**src/hist_params.svh**
```systemverilog
`ifndef HIST_PARAMS_SVH
`define HIST_PARAMS_SVH

// coarse histogram geometry
// bin address width, 16 bins per pixel
`define HIST_NB 4

// fine time scale width
`define HIST_NP 8

// per-bin counter width
`define HIST_COUNT_W 8

// frame geometry
// samples per pixel in one acquisition pass
`define HIST_DATA_NUM 4
// pixels served by one count RAM
`define HIST_PIXEL_NUM 4
// passes per frame
`define HIST_ACQ_NUM 3

// half width of the fine search window
`define HIST_FINE_HALF 8

// bins held for each pixel
`define HIST_BINS_PER_PIXEL (1 << `HIST_NB)

// largest count is DATA_NUM * ACQ_NUM = 12, well inside COUNT_W

`endif

```
**src/hist_pkg.sv**
```systemverilog
`include "hist_params.svh"

package hist_pkg;

    // coarse bin index inside one pixel histogram
    typedef logic [`HIST_NB-1:0] binAddr_t;

    // hit count of one bin
    typedef logic [`HIST_COUNT_W-1:0] binCount_t;

    // pixel being filled
    typedef logic [$clog2(`HIST_PIXEL_NUM)-1:0] pixelIdx_t;

    // sample index inside one pixel burst
    typedef logic [$clog2(`HIST_DATA_NUM)-1:0] sampleIdx_t;

    // acquisition pass inside one frame
    typedef logic [$clog2(`HIST_ACQ_NUM)-1:0] acqIdx_t;

    // count RAM address, pixel in the upper bits
    typedef logic [$clog2(`HIST_PIXEL_NUM)+`HIST_NB-1:0] ramAddr_t;

    // position on the fine time scale
    typedef logic [`HIST_NP-1:0] fineBin_t;

endpackage

```
**src/binCountRam.sv**
```systemverilog
`timescale 1ns/1ps
`include "hist_params.svh"

module binCountRam (
    input  logic                 clk,
    input  logic                 combin_res,
    input  logic                 wrEn,
    input  logic                 firstOfFrame,
    input  logic                 lastOfFrame,
    input  logic                 frameDone,
    input  hist_pkg::binAddr_t   sampleBin,
    input  hist_pkg::pixelIdx_t  pixel,
    output hist_pkg::binCount_t  binCount,
    output logic                 s1Valid,
    output logic                 s1First,
    output logic                 s1Last,
    output hist_pkg::binAddr_t   s1Bin,
    output hist_pkg::pixelIdx_t  s1Pixel
);

    localparam int RamDepth = `HIST_PIXEL_NUM * `HIST_BINS_PER_PIXEL;

    // one count per pixel and bin
    hist_pkg::binCount_t countMem [RamDepth];
    // entry holds a count of the current frame
    logic [RamDepth-1:0] entryValid;

    hist_pkg::ramAddr_t  ramAddr;
    logic                entryHit;
    hist_pkg::binCount_t newCount;

    // pixel picks the histogram, bin the word in it
    assign ramAddr = {pixel, sampleBin};

    // while frameDone is high the old frame is already treated as empty
    assign entryHit = entryValid[ramAddr] && !frameDone;

    // first hit of the frame starts at one
    assign newCount = entryHit ? hist_pkg::binCount_t'(countMem[ramAddr] + 1'b1)
                               : hist_pkg::binCount_t'(1);

    // read-modify-write, same edge as the strobe
    always_ff @(posedge clk) begin
        if (wrEn) begin
            countMem[ramAddr] <= newCount;
        end
    end

    // bulk clear after the frame, a fresh write still marks its entry
    always_ff @(posedge clk or negedge combin_res) begin
        if (!combin_res) begin
            entryValid <= '0;
        end
        else begin
            if (frameDone) begin
                entryValid <= '0;
            end
            if (wrEn) begin
                entryValid[ramAddr] <= 1'b1;
            end
        end
    end

    // stage 1 control
    // binCount holds until the next accepted sample
    always_ff @(posedge clk or negedge combin_res) begin
        if (!combin_res) begin
            binCount <= '0;
            s1Valid  <= 1'b0;
            s1First  <= 1'b0;
            s1Last   <= 1'b0;
        end
        else begin
            s1Valid <= wrEn;
            if (wrEn) begin
                binCount <= newCount;
                s1First  <= firstOfFrame;
                s1Last   <= lastOfFrame;
            end
        end
    end

    // stage 1 payload
    always_ff @(posedge clk) begin
        if (wrEn) begin
            s1Bin   <= sampleBin;
            s1Pixel <= pixel;
        end
    end

endmodule

```
**src/frameSequencer.sv**
```systemverilog
`timescale 1ns/1ps
`include "hist_params.svh"

module frameSequencer (
    input  logic                clk,
    input  logic                combin_res,
    input  logic                wrEn,
    output hist_pkg::pixelIdx_t pixel,
    output logic                firstOfFrame,
    output logic                lastOfFrame,
    output logic                frameDone,
    output logic                frameParity
);

    // nested counters, sample is the fastest
    hist_pkg::sampleIdx_t sampleCnt;
    hist_pkg::pixelIdx_t  pixelCnt;
    hist_pkg::acqIdx_t    acqCnt;

    // wrap points of each counter
    logic lastSample;
    logic lastPixel;
    logic lastAcq;
    // the sample now presented closes the frame
    logic finalSample;

    assign lastSample = (sampleCnt == hist_pkg::sampleIdx_t'(`HIST_DATA_NUM - 1));
    assign lastPixel  = (pixelCnt == hist_pkg::pixelIdx_t'(`HIST_PIXEL_NUM - 1));
    assign lastAcq    = (acqCnt == hist_pkg::acqIdx_t'(`HIST_ACQ_NUM - 1));

    // flags describe the sample on the bus right now
    assign firstOfFrame = (acqCnt == '0) && (sampleCnt == '0);
    assign lastOfFrame  = lastAcq && lastSample;
    assign finalSample  = lastOfFrame && lastPixel;

    assign pixel = pixelCnt;

    // advance once per accepted sample
    always_ff @(posedge clk or negedge combin_res) begin
        if (!combin_res) begin
            sampleCnt <= '0;
            pixelCnt  <= '0;
            acqCnt    <= '0;
        end
        else if (wrEn) begin
            if (lastSample) begin
                sampleCnt <= '0;
                if (lastPixel) begin
                    pixelCnt <= '0;
                    // pass wraps back to 0 at frame end
                    acqCnt <= lastAcq ? '0 : acqCnt + 1'b1;
                end
                else begin
                    pixelCnt <= pixelCnt + 1'b1;
                end
            end
            else begin
                sampleCnt <= sampleCnt + 1'b1;
            end
        end
    end

    // one-cycle done pulse and parity flip on the final sample
    always_ff @(posedge clk or negedge combin_res) begin
        if (!combin_res) begin
            frameDone   <= 1'b0;
            frameParity <= 1'b0;
        end
        else begin
            frameDone <= wrEn && finalSample;
            if (wrEn && finalSample) begin
                frameParity <= ~frameParity;
            end
        end
    end

endmodule

```
**src/histogramTop.sv**
```systemverilog
`timescale 1ns/1ps

module histogramTop (
    input  logic                 clk,
    input  logic                 combin_res,
    input  logic                 wrEn,
    input  hist_pkg::binAddr_t   sampleBin,
    output hist_pkg::binCount_t  binCount,
    output logic                 frameDone,
    output logic                 frameParity,
    output logic                 peakValid,
    output hist_pkg::pixelIdx_t  peakPixel,
    output hist_pkg::binAddr_t   peakBin,
    output hist_pkg::binCount_t  peakCount,
    output hist_pkg::fineBin_t   windowLow,
    output hist_pkg::fineBin_t   windowHigh
);

    // sequencer to RAM
    hist_pkg::pixelIdx_t pixel;
    logic                firstOfFrame;
    logic                lastOfFrame;

    // stage 1, RAM to tracker
    logic                s1Valid;
    logic                s1First;
    logic                s1Last;
    hist_pkg::binAddr_t  s1Bin;
    hist_pkg::pixelIdx_t s1Pixel;

    // stage 2, tracker to window
    logic                s2Valid;
    hist_pkg::pixelIdx_t s2Pixel;
    hist_pkg::binAddr_t  s2Bin;
    hist_pkg::binCount_t s2Count;

    frameSequencer i_frameSequencer (
        .clk          (clk),
        .combin_res   (combin_res),
        .wrEn         (wrEn),
        .pixel        (pixel),
        .firstOfFrame (firstOfFrame),
        .lastOfFrame  (lastOfFrame),
        .frameDone    (frameDone),
        .frameParity  (frameParity)
    );

    binCountRam i_binCountRam (
        .clk          (clk),
        .combin_res   (combin_res),
        .wrEn         (wrEn),
        .firstOfFrame (firstOfFrame),
        .lastOfFrame  (lastOfFrame),
        .frameDone    (frameDone),
        .sampleBin    (sampleBin),
        .pixel        (pixel),
        .binCount     (binCount),
        .s1Valid      (s1Valid),
        .s1First      (s1First),
        .s1Last       (s1Last),
        .s1Bin        (s1Bin),
        .s1Pixel      (s1Pixel)
    );

    // tracker reads the count straight from the stage 1 register
    peakTracker i_peakTracker (
        .clk        (clk),
        .combin_res (combin_res),
        .s1Valid    (s1Valid),
        .s1First    (s1First),
        .s1Last     (s1Last),
        .s1Bin      (s1Bin),
        .s1Pixel    (s1Pixel),
        .binCount   (binCount),
        .s2Valid    (s2Valid),
        .s2Pixel    (s2Pixel),
        .s2Bin      (s2Bin),
        .s2Count    (s2Count)
    );

    peakWindow i_peakWindow (
        .clk        (clk),
        .combin_res (combin_res),
        .s2Valid    (s2Valid),
        .s2Pixel    (s2Pixel),
        .s2Bin      (s2Bin),
        .s2Count    (s2Count),
        .peakValid  (peakValid),
        .peakPixel  (peakPixel),
        .peakBin    (peakBin),
        .peakCount  (peakCount),
        .windowLow  (windowLow),
        .windowHigh (windowHigh)
    );

endmodule

```
**src/peakTracker.sv**
```systemverilog
`timescale 1ns/1ps
`include "hist_params.svh"

module peakTracker (
    input  logic                 clk,
    input  logic                 combin_res,
    input  logic                 s1Valid,
    input  logic                 s1First,
    input  logic                 s1Last,
    input  hist_pkg::binAddr_t   s1Bin,
    input  hist_pkg::pixelIdx_t  s1Pixel,
    input  hist_pkg::binCount_t  binCount,
    output logic                 s2Valid,
    output hist_pkg::pixelIdx_t  s2Pixel,
    output hist_pkg::binAddr_t   s2Bin,
    output hist_pkg::binCount_t  s2Count
);

    // running maximum of each pixel and the bin that holds it
    hist_pkg::binCount_t maxCount [`HIST_PIXEL_NUM];
    hist_pkg::binAddr_t  maxBin   [`HIST_PIXEL_NUM];

    logic                takeNew;
    hist_pkg::binCount_t nextCount;
    hist_pkg::binAddr_t  nextBin;

    // first sample of the frame overwrites the stale entry
    // strict compare, a tie keeps the earlier bin
    assign takeNew   = s1First || (binCount > maxCount[s1Pixel]);
    assign nextCount = takeNew ? binCount : maxCount[s1Pixel];
    assign nextBin   = takeNew ? s1Bin : maxBin[s1Pixel];

    always_ff @(posedge clk) begin
        if (s1Valid) begin
            maxCount[s1Pixel] <= nextCount;
            maxBin[s1Pixel]   <= nextBin;
        end
    end

    // report strobe
    // only the last sample of a pixel in the frame reports
    always_ff @(posedge clk or negedge combin_res) begin
        if (!combin_res) begin
            s2Valid <= 1'b0;
        end
        else begin
            s2Valid <= s1Valid && s1Last;
        end
    end

    // report carries the values including this last sample
    always_ff @(posedge clk) begin
        if (s1Valid && s1Last) begin
            s2Pixel <= s1Pixel;
            s2Bin   <= nextBin;
            s2Count <= nextCount;
        end
    end

endmodule

```
**src/peakWindow.sv**
```systemverilog
`timescale 1ns/1ps
`include "hist_params.svh"

module peakWindow (
    input  logic                 clk,
    input  logic                 combin_res,
    input  logic                 s2Valid,
    input  hist_pkg::pixelIdx_t  s2Pixel,
    input  hist_pkg::binAddr_t   s2Bin,
    input  hist_pkg::binCount_t  s2Count,
    output logic                 peakValid,
    output hist_pkg::pixelIdx_t  peakPixel,
    output hist_pkg::binAddr_t   peakBin,
    output hist_pkg::binCount_t  peakCount,
    output hist_pkg::fineBin_t   windowLow,
    output hist_pkg::fineBin_t   windowHigh
);

    localparam int FineShift = `HIST_NP - `HIST_NB;
    localparam int FineHalf  = `HIST_FINE_HALF;
    localparam int FineMax   = (1 << `HIST_NP) - 1;

    hist_pkg::fineBin_t centre;
    hist_pkg::fineBin_t lowNext;
    hist_pkg::fineBin_t highNext;

    // coarse bin scaled onto the fine axis
    assign centre = hist_pkg::fineBin_t'(s2Bin) << FineShift;

    // window of 2H around the centre, pushed inside 0..M
    always_comb begin
        if (centre < hist_pkg::fineBin_t'(FineHalf)) begin
            lowNext  = '0;
            highNext = hist_pkg::fineBin_t'(2 * FineHalf);
        end
        else if (centre > hist_pkg::fineBin_t'(FineMax - FineHalf)) begin
            lowNext  = hist_pkg::fineBin_t'(FineMax - 2 * FineHalf);
            highNext = hist_pkg::fineBin_t'(FineMax);
        end
        else begin
            lowNext  = centre - hist_pkg::fineBin_t'(FineHalf);
            highNext = centre + hist_pkg::fineBin_t'(FineHalf);
        end
    end

    always_ff @(posedge clk or negedge combin_res) begin
        if (!combin_res) begin
            peakValid <= 1'b0;
        end
        else begin
            peakValid <= s2Valid;
        end
    end

    // outputs only meaningful while peakValid is high
    always_ff @(posedge clk) begin
        if (s2Valid) begin
            peakPixel  <= s2Pixel;
            peakBin    <= s2Bin;
            peakCount  <= s2Count;
            windowLow  <= lowNext;
            windowHigh <= highNext;
        end
    end

endmodule

```
**config.mk**
```make
export PLATFORM = sky130hd
export DESIGN_NAME = histogramTop
export DESIGN_NICKNAME = d
export VERILOG_FILES = /design/src/hist_pkg.sv /design/src/binCountRam.sv /design/src/frameSequencer.sv /design/src/histogramTop.sv /design/src/peakTracker.sv /design/src/peakWindow.sv
export VERILOG_INCLUDE_DIRS = /design/src
export SDC_FILE = /design/constraint.sdc
export NUM_CORES = 1
export LEC_CHECK = 0
export ABC_AREA = 1
export BUFFER_PORTS_ARGS = -buffer_cell sky130_fd_sc_hd__buf_2
export CORE_MARGIN = 4
export CORE_UTILIZATION = 50
export CTS_CLUSTER_SIZE = 30
export DETAILED_ROUTE_END_ITERATION = 12
export PLACE_DENSITY_LB_ADDON = 0.12
export SLEW_MARGIN = 20
export SYNTH_ARGS = -nofsm -noshare
export SYNTH_HDL_FRONTEND = slang
export SYNTH_SLANG_ARGS = --single-unit
```
**constraint.sdc**
```tcl
create_clock -name clk -period 3.8 [get_ports clk]
set_input_delay 0.19 -clock clk [delete_from_list [all_inputs] [get_ports clk]]
set_output_delay 0.19 -clock clk [all_outputs]
set_load 0.02 [all_outputs]
```
After elaboration in Yosys (flattened, before gate mapping) --
Memories as Yosys holds them, arrays and structs flattened. A register that Yosys moved wholly into a read port is not among the register bits. Index checks and enable logic that the tools add are counted.
Word-level totals: output and inout port bits 41, memories 3, input port bits 7, bits in registers 135, memory bits (writable) 560, word-level logic and storage cells 77
Memories:
- i_binCountRam.countMem | depth 64, width 8, rd ports 1, clocked after Yosys merged registers in 0, write ports 1, RTL line binCountRam.sv:24 | hist_pkg::binCount_t countMem [RamDepth];
- i_peakTracker.maxCount | depth 4, width 8, rd ports 1, clocked after Yosys merged registers in 1, write ports 1, RTL line peakTracker.sv:20 | hist_pkg::binCount_t maxCount [`HIST_PIXEL_NUM];
- i_peakTracker.maxBin | depth 4, width 4, rd ports 1, clocked after Yosys merged registers in 1, write ports 1, RTL line peakTracker.sv:21 | hist_pkg::binAddr_t maxBin [`HIST_PIXEL_NUM];
Cells by class: muxes and demuxes 20, $add $sub $neg 6, reduce and logical (&&, ||, !) cells 14, equality and inequality tests 3, bitwise gates (word level) 2, order comparisons 5
Operators by type and width (number):
- 64-bit two-way mux | 2
- 64-bit bitwise OR | 1
- 8-bit two-way mux | 4
- 2-bit two-way mux | 5
- 8-bit by 1-bit adder with 8-bit output (second input constant) | 1
- 8-bit by 4-bit adder with 8-bit output (second input constant) | 1
- 8-bit > comparator | 1
- 8-bit > comparator (second input constant) | 1
- 8-bit by 4-bit less-than comparator with 1-bit output (second input constant) | 1
- 8-bit by 4-bit subtractor with 8-bit output (second input constant) | 1
- 1-bit logical AND | 7
- 6-bit by 7-bit less-than comparator with 1-bit output (second input constant) | 1
- 2-bit by 1-bit adder with 2-bit output (second input constant) | 3
- 1-bit binary-select mux with 6-bit select | 1
- 1-bit demux with 6-bit select | 1
- 2-bit equality test (second input constant) | 3
- 6-bit by 1-bit greater-or-equal comparator with 1-bit output (second input constant) | 1
- 1-bit two-way mux | 6
- 2-bit logical NOT | 2
- 4-bit two-way mux | 1
- 3-bit AND reduction | 1
- 2-bit AND reduction | 1
- 2-bit OR reduction | 1
- 1-bit logical NOT | 1
- 2 further kinds | 2

Depth between registers and ports, before layout --
Gate-level depths: netlist (run 1).
word-level depth 6, depth in mapped cells 20, depth with buffers taken out 18

By module --
A second synthesis (run 1) with hierarchy kept.
Second synthesis, totals: cells, all modules 2733, area, all modules 29351.9 µm²
By module, submodules not included:
- binCountRam | instances 1, seq. area each 17431.7 µm², area each 25404.4 µm², cells an instance 2411
- peakTracker | instances 1, seq. area each 1886.8 µm², area each 2667.6 µm², cells an instance 221
- peakWindow | instances 1, seq. area each 715.7 µm², area each 887.1 µm², cells an instance 55
- frameSequencer | instances 1, seq. area each 200.2 µm², area each 392.9 µm², cells an instance 46

Worst setup path before layout (run 1) --
No wires, ideal clock.
path type input -> register, start point input port sampleBin[0], end point memory i_binCountRam.countMem[0][7] in the netlist's numbering (data pin), path slack -0.067 ns, arrival time 3.365 ns, data required time 3.298 ns, library setup time 0.502 ns, path buffers 3, stages on the path 20, cell sequence buf_2 inv_2 buf_2 buf_1 nand2_1 nand2_1 nand2_1 nand2_1 nand2_1 nand3_1 nand3_1 nand2_1 nand2_1 nand2_1 nand2_1 nor2_1 nand2_1 nand2_1 nand2_1 nor2_1
Between the ends: cells in the longest elaborated chain, start to end 4, elaborated cells on any way between the ends 6, classes of those cells add/sub (1); mux (3); reduce/logical (1); memory (1)
RTL lines:
- from (decl) | RTL line histogramTop.sv:7 | input hist_pkg::binAddr_t sampleBin,
- parallel branches: the longest is 3 deep, another holds memory read 64 x 8 bit
- 8-bit two-way mux * | RTL line binCountRam.sv:39 | assign newCount = entryHit ? hist_pkg::binCount_t'(countMem[ramAddr] + 1'b1)
- net i_binCountRam.newCount[7] | RTL line binCountRam.sv:30 | hist_pkg::binCount_t newCount;
- to (decl) | RTL line binCountRam.sv:24
Mark *: on every way through the listed nets, which the timed path passes. The select of a mux whose other input is x is not followed.

Final worst setup path (run 1) --
start point input port sampleBin[1], end point memory i_binCountRam.countMem[52][1] in the netlist's numbering (data pin)
Same word-level chain as after synthesis.

==> flow_summary.yaml, run 1 <==
timing:
  fin_skew_ps: 22.99
  worst_hold_slack_ps: 138.3
  finalSetupViolations: 0
  max_freq_ghz: 0.2812
  min_period_over_period_pct: 93.60
  period_needed_ps: 3557
  drv_slew: 0
  tightest_slew_ps: 1174
  rsz0062_at_grt: "false"
  max-slew-margin-rel_pct: 21.47
  hold_viol_final: 0
  fin_setup_tns_ps: 0
cells_and_area:
  fillCellCount: 4627
  seq_area_mm2: 0.02027
  nets: 2622
  diodes: 0
  drive_gt1_share_pct: 12.72
  design_area_mm2: 0.03248
  multi_input_area_mm2: 0.006760
  area_delta_synth_final_pct: 15.16
  fin_cells: 3398
grt:
  grt_max_degree: 65
  antenna_found_initial: 2
  grt-ovfl-total: 0
  grt_pass1_wl_mm: 118.0
  grt_pass1_vias: 18615
  grt_usage_pct: 26.20
logic_synthesis:
  synth_warnings: 0
  synthArstFlopShare_pct: 12.32
  ys_ff_latch: 690
  yosys.area.top_type: "edfxtp_1"
  synth_cell_types: 35
  synth_edf_count: 603
  synth_top_family_by_area: "simple AND/OR/NAND/NOR gates"
  synth-xor-area-share_pct: 0.03105
  synth_area_leaders: "edfxtp_1 (64%), nand2_1 (8.6%), dfrtp_1 (7.5%), nor2_1 (3.8%), nand3_1 (3.1%)"
  yosys-top-cells-count: "nand2_1 (648), edfxtp_1 (603), nor2_1 (285)"
  synthCells: 2474
  synthMuxAreaShare_pct: 0
  synth_area_mm2: 0.02821
  synth-simple-area-share_pct: 17.25
  yosys_most_used_dff: "edfxtp_1"
  seq_area_frac_synth_pct: 71.87
  synthAdderAreaFrac_pct: 0.7097
  synth-compound-area-share_pct: 5.664
  yosysTopAreaCellShare_pct: 64.19
  syn_avg_cell_area_um2: 11.40
  yosysMostFrequentCell: "nand2_1"
die:
  initial_core_util_pct: 50.80
  pin_count: 48
  die_width_um: 245.5
  core_mm2: 0.05552
  rows: 86
  die-area_mm2: 0.06028
  die_y_um: 245.5
drt:
  wl_met1_mm: 33.44
  drc: 0
  top_layer: "met4"
  ant_nets: 0
  routed_wl_mm: 79.10
  wl_per_cell_um: 23.28
  met3_length_mm: 6.305
  wl_met2_mm: 37.09
  via_per_inst: 5.664
  dr.pass1.iters: 5
  vias: 19246
  drt_iter0_drc: 1906
job:
  maxCapViolCount: 0
placed_design:
  finalWeightedCongestion: 0.9268
  place_inst: 3271
  port_buffers: 41
  placed_cell_area_mm2: 0.03027
  dp_hpwl_mm: 49.89
critical_path:
  cp_slowest_stage_delay_ps: 740
  crit_buf_inv: 5
  required_ps: 4230
  cp_data_arrival_time_ps: 3990
  critPathKind: "input pin to flip-flop"
  crit_family: "simple AND/OR/NAND/NOR gates"
  cp-end-kind: "flip-flop"
  path_cells: "dlygate4sd3_1, buf_2, nand2_1, inv_2, nand2_1, o22ai_1, nor3_1, nand2_1, nand3_1, nand2_1, a21oi_1, nor2_2, inv_2, nor2_4, buf_4"
  worst_path_max_delay_cell: "nor2_4"
  critPathLaunchType: "input pin"
  critical_path.most_common_cell: "nand2_1"
  crit_fanout: 32
pwr:
  total_power_w: 0.02284
  comb_power_share_pct: 23.0
  p_int_w: 0.01585
  seq_power_share_pct: 47.8
  p_sw_w: 0.006987
  leakagePower_nw: 12.90
  pwr_density_cell_mw_per_mm2: 703.2
  power.share.switching_pct: 30.59
  clkPwrFrac_pct: 29.1
  ir_worst_vdd_mv: 0.5087
clock_network:
  cts_root_buf: "clkbuf_16"
  htreeDepth: 3
  cts_sinks: 690
  clock_path_buffers: 3
  clock_latency_ps: 610
  cts_buffers: 71
  clk_pin_slew_ps: 60
  cts_tree: "built"
worst_hold_path:
  hp-class: "input pin to flip-flop"
outcome:
  status: "finished, final reports clean"
layout by cell type (no fill, tap or decap), types with 4 or more instances in the layout:
cell type and instances:
dfrtp_1 85, ha_1 16, clkbuf_1 19, o21ai_1 11, nand3_1 172, inv_1 162
o22ai_1 93, clkinv_2 10, conb_1 6, clkbuf_16 73, nor3_1 8, buf_4 121
edfxtp_1 603, o21ai_0 73, a32o_1 11, nor2_4 8, nor2_1 277, or2_2 28
buf_12 27, inv_2 5, inv_6 4, buf_2 39, o211ai_1 30, nand4_1 36
nor2_2 7, nand2_1 647, clkinv_1 10, a21oi_1 39, clkbuf_8 5
flip-flops by register name, indices dropped and copies added (netlist names), 4 cells and up, named ones only:
signal / cells
i_peakTracker.s2Count: 8
i_binCountRam.entryValid: 64
i_peakTracker.maxBin: 16
i_peakWindow.peakCount: 8
i_peakWindow.peakBin: 4
i_binCountRam.s1Bin: 4
i_peakWindow.windowLow: 4
i_peakTracker.s2Bin: 4
i_peakTracker.maxCount: 32
i_peakWindow.windowHigh: 5
i_binCountRam.countMem: 512
i_binCountRam.binCount: 8
cells by family after synthesis:
family,count (synthesis)
other cells,1
xor+xnor,1
compound gates,265
simple gates,1187
fa+ha+maj,16
flops,690
buf+inv,314
routing by layer:
layer / GRT usage (%) / vias to the layer above
met5: 0 / -
met4: 8.426 / 0
met3: 4.569 / 151
met2: 42.33 / 826
met1: 36.65 / 9505
li1: - / 8764
layout make-up:
cell class / instances / area share (%)
Clock inverter: 27 / 0.6779
Tap cell: 748 / 2.881
Inverter: 170 / 1.972
Clock buffer: 97 / 6.055
Timing Repair Buffer: 191 / 5.188
Multi-Input combinational cell: 1475 / 20.81
Sequential cell: 690 / 62.41
timing repair:
| item | 4_1_cts | 5_1_grt |
|---|---|---|
| hold buffers | 3 | 0 |
| gates resized for setup | 0 | 0 |
| hold endpoints to repair | 61 | 0 |
| buffers inserted | 0 | 0 |
through the flow:
stage	worst slack [ps]	util [%]
after global placement	173.0	54.51
after global routing	61.38	58.50
after floorplan	26.17	-
after CTS	306.2	58.50
after detailed placement	131.6	54.51
final	243.2	58.50
worst paths after layout:
path                       cells past startpoint                                      end  slack, ps                                from
setup reg to reg                              12   i_peakTracker.maxCount[0][7]$_DFFE_PP_        590                           flip-flop
min in group asynchronous                      2         i_peakWindow.peakValid$_DFF_PN0_        270                          combin_res
max in group asynchronous                      3    i_binCountRam.binCount[7]$_DFFE_PN0P_       2620                          combin_res
hold / removal                                 2         i_binCountRam.s1Bin[3]$_DFFE_PP_        140                        sampleBin[3]
setup / recovery                              15  i_binCountRam.countMem[52][1]$_DFFE_PP_        240                        sampleBin[1]
hold reg to reg                                0      i_peakWindow.peakCount[7]$_DFFE_PP_        420  i_peakTracker.s2Count[7]$_DFFE_PP_
power groups by stage:
stage          Sequential [W]  Clock, W  Combinational, W
3_3_place_gp           0.0111         0           0.00508
2_1_floorplan          0.0111         0           0.00264
5_1_grt                0.0110   0.00708           0.00570
3_5_place_dp           0.0111         0           0.00522
6_report               0.0109   0.00665           0.00526
4_1_cts                0.0109   0.00676           0.00524
Note: power is estimated with default switching activity, not from simulation.
==> run 2, diff against run 1 <==
--- a/config.mk
+++ b/config.mk
@@ -8,7 +8,6 @@
 export LEC_CHECK = 0
 export ABC_AREA = 1
 export BUFFER_PORTS_ARGS = -buffer_cell sky130_fd_sc_hd__buf_2
-export CORE_MARGIN = 4
 export CORE_UTILIZATION = 50
 export CTS_CLUSTER_SIZE = 30
 export DETAILED_ROUTE_END_ITERATION = 12
==> flow_summary.yaml, run 2 (same netlist as run 1, synthesis figures left out) <==
outcome:
  status: "finished, final reports clean"
cells_and_area:
  diodes: 0
  largest_reg_flops: 512
  nets: 2634
  largestRegisters: "i_binCountRam.countMem x512, i_binCountRam.entryValid x64, i_peakTracker.maxCount x32"
  largest-register: "i_binCountRam.countMem"
  final_cell_mix: "nand2_1 (647), edfxtp_1 (603), nor2_1 (277)"
  area_delta_synth_final_pct: 16.13
  drive_gt1_share_pct: 13.27
  final_common_cell: "nand2_1"
  fin_cells: 3416
  final_core_util_pct: 59.11
placed_design:
  dp_hpwl_mm: 48.57
  place_inst: 3282
  port_buffers: 41
  post-place-ws_ps: 233.5
  finalWeightedCongestion: 0.8816
critical_path:
  critPathLaunchType: "input pin"
  worst_path_max_delay_cell: "nor2_4"
  startpoint: "sampleBin[0]"
  cp_slowest_stage_delay_ps: 680
  path_cells: "dlygate4sd3_1, buf_6, buf_4, nor2_2, buf_12, nand2_1, nand2_1, nor2_1, nand2_1, nand3_1, nand2_1, nand2_1, nand2_1, ha_1, nand2_1, nand2_1, nor2_4, buf_12"
  critPathKind: "input pin to flip-flop"
  critical_path.most_common_cell: "nand2_1"
  crit_family: "simple AND/OR/NAND/NOR gates"
  crit_buf_inv: 5
  cp-end-kind: "flip-flop"
  cp_data_arrival_time_ps: 4030
  crit_fanout: 40
  required_ps: 4220
grt:
  antenna_found_initial: 0
  grt_max_degree: 59
  grt-ovfl-total: 0
  grt_pass1_vias: 18590
  grt_usage_pct: 27.78
  grt_pass1_wl_mm: 116.7
timing:
  hold_viol_final: 0
  worst_hold_slack_ps: 107.6
  fin_ws_ps: 185.8
  max-slew-margin-rel_pct: 29.87
  rsz0062_at_grt: "false"
  max_freq_ghz: 0.2767
  drv_slew: 0
  period_needed_ps: 3614
  fin_skew_ps: 27.55
  fin_setup_tns_ps: 0
  min_period_over_period_pct: 95.11
  finalSetupViolations: 0
  tightest_slew_ps: 1048
clock_network:
  clock_path_buffers: 3
  cts_tree: "built"
  hold_buffers: 3
  cts_root_buf: "clkbuf_16"
  clk_pin_slew_ps: 60
  cts_setup_buffers: 0
  clock_latency_ps: 620
  cts_buffers: 72
  cts-resized-gates: 0
  htreeDepth: 3
  cts_sinks: 690
die:
  rows: 86
  die-area_mm2: 0.05737
  die_width_um: 239.5
  initial_core_util_pct: 50.90
  core_mm2: 0.05542
  die_y_um: 239.5
  pin_count: 48
drt:
  vias: 19102
  dr.pass1.iters: 8
  drc: 0
  drt_iter0_drc: 1858
  via_per_inst: 5.592
  ant_nets: 0
  wl_per_cell_um: 22.73
  routed_wl_mm: 77.64
pwr:
  ir_worst_vdd_mv: 0.5510
  leakagePower_nw: 13.05
  pwr_density_cell_mw_per_mm2: 715.8
worst_hold_path:
  hold_path_startpoint: "sampleBin[3]"
  hp-class: "input pin to flip-flop"
job:
  maxCapViolCount: 0
-- run 2: where the power goes --
part	internal (W)	leakage [nW]	switching, W
registers	0.0107	6.37	0.000255
clock network	0.00427	1.17	0.00288
logic	0.00144	5.51	0.00394
-- run 2: stage by stage --
step / cell area [µm²] / power [W]
after floorplan: 28240 / 0.01377
after global placement: 30330 / 0.01628
after detailed placement: 30330 / 0.01643
after CTS: 32760 / 0.02354
after global routing: 32760 / 0.02433
final: 32760 / 0.02345
-- run 2: per-layer routing --
layer  vias up  global-route usage (%)  part of all wire (%)
li1       8793                       -                     -
met1      9408                   38.16                    42
met2       768                   44.50                    48
met5         -                       0                     0
met3       133                   4.979                   7.2
met4         0                   9.965                   3.0
-- run 2: layout make-up --
| cell class | instances | area, µm² |
|---|---|---|
| clock buffers | 97 | 2053 |
| clock inverters | 34 | 345.3 |
| fillers | 4560 | 22660 |
| inverters | 170 | 640.6 |
| multi-input cells | 1475 | 6765 |
| flip-flops and latches | 690 | 20270 |
| well taps | 748 | 935.9 |
| repair buffers | 202 | 1743 |
-- run 2: worst paths after layout --
kind                                                            end  slack (ps)  depth (start not counted)
setup / recovery            i_binCountRam.countMem[48][2]$_DFFE_PP_         190                         18
hold / removal                     i_binCountRam.s1Bin[3]$_DFFE_PP_         110                          2
setup reg to reg                   i_peakTracker.s2Bin[2]$_DFFE_PP_         540                         13
hold reg to reg                 i_peakWindow.peakPixel[0]$_DFFE_PP_         410                          0
max in group asynchronous     i_binCountRam.entryValid[8]$_DFF_PN0_        2620                          3
min in group asynchronous  i_frameSequencer.frameParity$_DFFE_PN0P_         210                          2
==> run 3, diff against run 2 <==
--- a/config.mk
+++ b/config.mk
@@ -11,6 +11,7 @@
 export CORE_UTILIZATION = 50
 export CTS_CLUSTER_SIZE = 30
 export DETAILED_ROUTE_END_ITERATION = 12
+export GPL_TIMING_DRIVEN = 0
 export PLACE_DENSITY_LB_ADDON = 0.12
 export SLEW_MARGIN = 20
 export SYNTH_ARGS = -nofsm -noshare
==> constraint.sdc (replaced) <==
create_clock -name clk -period 4.5 [get_ports clk]
set_input_delay 0.225 -clock clk [delete_from_list [all_inputs] [get_ports clk]]
set_output_delay 0.225 -clock clk [all_outputs]
set_load 0.02 [all_outputs]
==> flow_summary.yaml, run 3 (same netlist as run 1, synthesis figures left out) <==
pwr:
  p_sw_w: 0.006098
  ir_worst_vdd_mv: 0.5325
  comb_power_share_pct: 23.5
  clkPwrFrac_pct: 29.2
  leakagePower_nw: 12.58
  p_int_w: 0.01346
  seq_power_share_pct: 47.2
  total_power_w: 0.01956
  power.share.switching_pct: 31.18
  pwr_density_cell_mw_per_mm2: 608.4
critical_path:
  cp-endpoint: "i_binCountRam.countMem[54][6]$_DFFE_PP_"
  cp-end-kind: "flip-flop"
  required_ps: 4940
  startpoint: "sampleBin[3]"
  critPathLaunchType: "input pin"
  r2r_end: "i_binCountRam.countMem[54][6]$_DFFE_PP_"
  cp_data_arrival_time_ps: 4930
  critPathKind: "input pin to flip-flop"
  crit_fanout: 40
  reg2reg_depth: 13
  reg2reg_from: "i_frameSequencer.pixel[0]$_DFFE_PN0P_"
  reg2reg_slack_ps: 190
clock_network:
  clk_pin_slew_ps: 60
  cts_root_buf: "clkbuf_16"
  clock_latency_ps: 630
  cts_setup_buffers: 0
  cts_buffers: 72
  htreeDepth: 3
  clock_path_buffers: 3
  cts_sinks: 690
  cts_tree: "built"
timing:
  tightest_slew_ps: 1229
  max-slew-margin-rel_pct: 17.78
  hold_viol_final: 0
  fin_skew_ps: 33.51
  min_period_over_period_pct: 99.60
  fin_ws_ps: 17.91
  rsz0062_at_grt: "false"
  max_freq_ghz: 0.2231
  finalSetupViolations: 0
  period_needed_ps: 4482
  drv_slew: 0
  worst_hold_slack_ps: 129.1
cells_and_area:
  drive_gt1_share_pct: 10.97
  largest_reg_flops: 512
  design_area_mm2: 0.03215
  nets: 2639
  fillCellCount: 4498
  largestRegisters: "i_binCountRam.countMem x512, i_binCountRam.entryValid x64, i_peakTracker.maxCount x32"
  multi_input_area_mm2: 0.006845
  seq_area_mm2: 0.02027
  area_delta_synth_final_pct: 13.98
  final_common_cell: "nand2_1"
  largest-register: "i_binCountRam.countMem"
  final_cell_mix: "nand2_1 (647), edfxtp_1 (603), nor2_1 (249)"
outcome:
  status: "finished, final reports clean"
grt:
  grt-ovfl-total: 0
  grt_max_degree: 66
  grt_pass1_wl_mm: 130.1
  antenna_found_initial: 0
  grt_usage_pct: 32.63
  grt_pass1_vias: 18631
drt:
  vias: 20208
  via_per_inst: 5.905
  drc: 0
  wl_per_cell_um: 26.97
  drt_iter0_drc: 3338
  routed_wl_mm: 92.29
  dr.pass1.iters: 8
  ant_nets: 0
die:
  pin_count: 48
  rows: 86
  die-area_mm2: 0.05737
  initial_core_util_pct: 50.90
  die_y_um: 239.5
  die_width_um: 239.5
  core_mm2: 0.05542
placed_design:
  dp_hpwl_mm: 60.72
  post-place-ws_ps: -142.2
  placed_cell_area_mm2: 0.02984
  port_buffers: 41
  finalWeightedCongestion: 0.9539
worst_hold_path:
  hp-class: "input pin to asynchronous set/reset pin"
job:
  maxCapViolCount: 0
## run 3: per-stage QoR
stage / TNS, ps / utilization (%) / instances
3_5_place_dp: -5557 / 53.84 / 3284
5_1_grt: 0 / 58.01 / 3420
4_1_cts: 0 / 57.97 / 3420
3_3_place_gp: -1050180 / 53.00 / 3268
6_report: 0 / 58.02 / 3422
2_1_floorplan: 0 / - / 2479
## run 3: timing repair
| action | 4_1_cts | 5_1_grt |
|---|---|---|
| hold endpoints to repair | 96 | 0 |
| hold buffers | 6 | 0 |
| gates resized for setup | 1 | 12 |
| endpoints found under the setup margin | 40 | 55 |
## run 3: area by class of cell
class,count,share of cell area (%)
Inverter,170,1.985
Tap cell,748,2.911
Antenna cell,2,0.01557
Clock inverter,31,0.5915
Timing Repair Buffer,63,1.872
Multi-Input combinational cell,1475,21.29
Buffer,144,1.942
Clock buffer,99,6.335
Sequential cell,690,63.06
## run 3: worst min path at each step
| stage | startpoint | endpoint | slack, ps | depth (start not counted) |
|---|---|---|---|---|
| CTS | combin_res | i_binCountRam.entryValid[41]$_DFF_PN0_ | 110 | 2 |
| detailed placement | combin_res | i_binCountRam.entryValid[0]$_DFF_PN0_ | 210 | 1 |
| floorplan | combin_res | i_binCountRam.binCount[0]$_DFFE_PN0P_ | -70 | 0 |
| finish | combin_res | i_binCountRam.entryValid[53]$_DFF_PN0_ | 130 | 2 |
| global route | combin_res | i_binCountRam.entryValid[41]$_DFF_PN0_ | 150 | 2 |
| global placement | i_peakTracker.s2Count[5]$_DFFE_PP_ | i_peakWindow.peakCount[5]$_DFFE_PP_ | 410 | 0 |
## run 3: layer usage
metal | global-route usage, % | wire length (µm)
met3 | 7.722 | 10110
met5 | 0 | 0
met1 | 44.56 | 36430
met2 | 50.14 | 41580
met4 | 13.85 | 4165
## run 3: critical path, cell delays in order
cell and delay (ps):
dlygate4sd3_1 520, buf_2 120, clkbuf_1 260, clkbuf_1 790, clkbuf_1 940, nand2_1 140, nand3_1 220, nand2_1 80
nand2_1 60, nand2_1 160, ha_1 260, nand2_1 100, nor2_1 110, nand2_1 100, and3_2 540, buf_12 260
## run 3: power by group through the flow
stage / Clock, W / Combinational [W] / Sequential (W)
after floorplan: 0 / 0.00221 / 0.00943
after global placement: 0 / 0.00357 / 0.00939
after detailed placement: 0 / 0.00448 / 0.00936
after CTS: 0.00572 / 0.00451 / 0.00924
after global routing: 0.00596 / 0.00490 / 0.00929
final: 0.00572 / 0.00461 / 0.00924
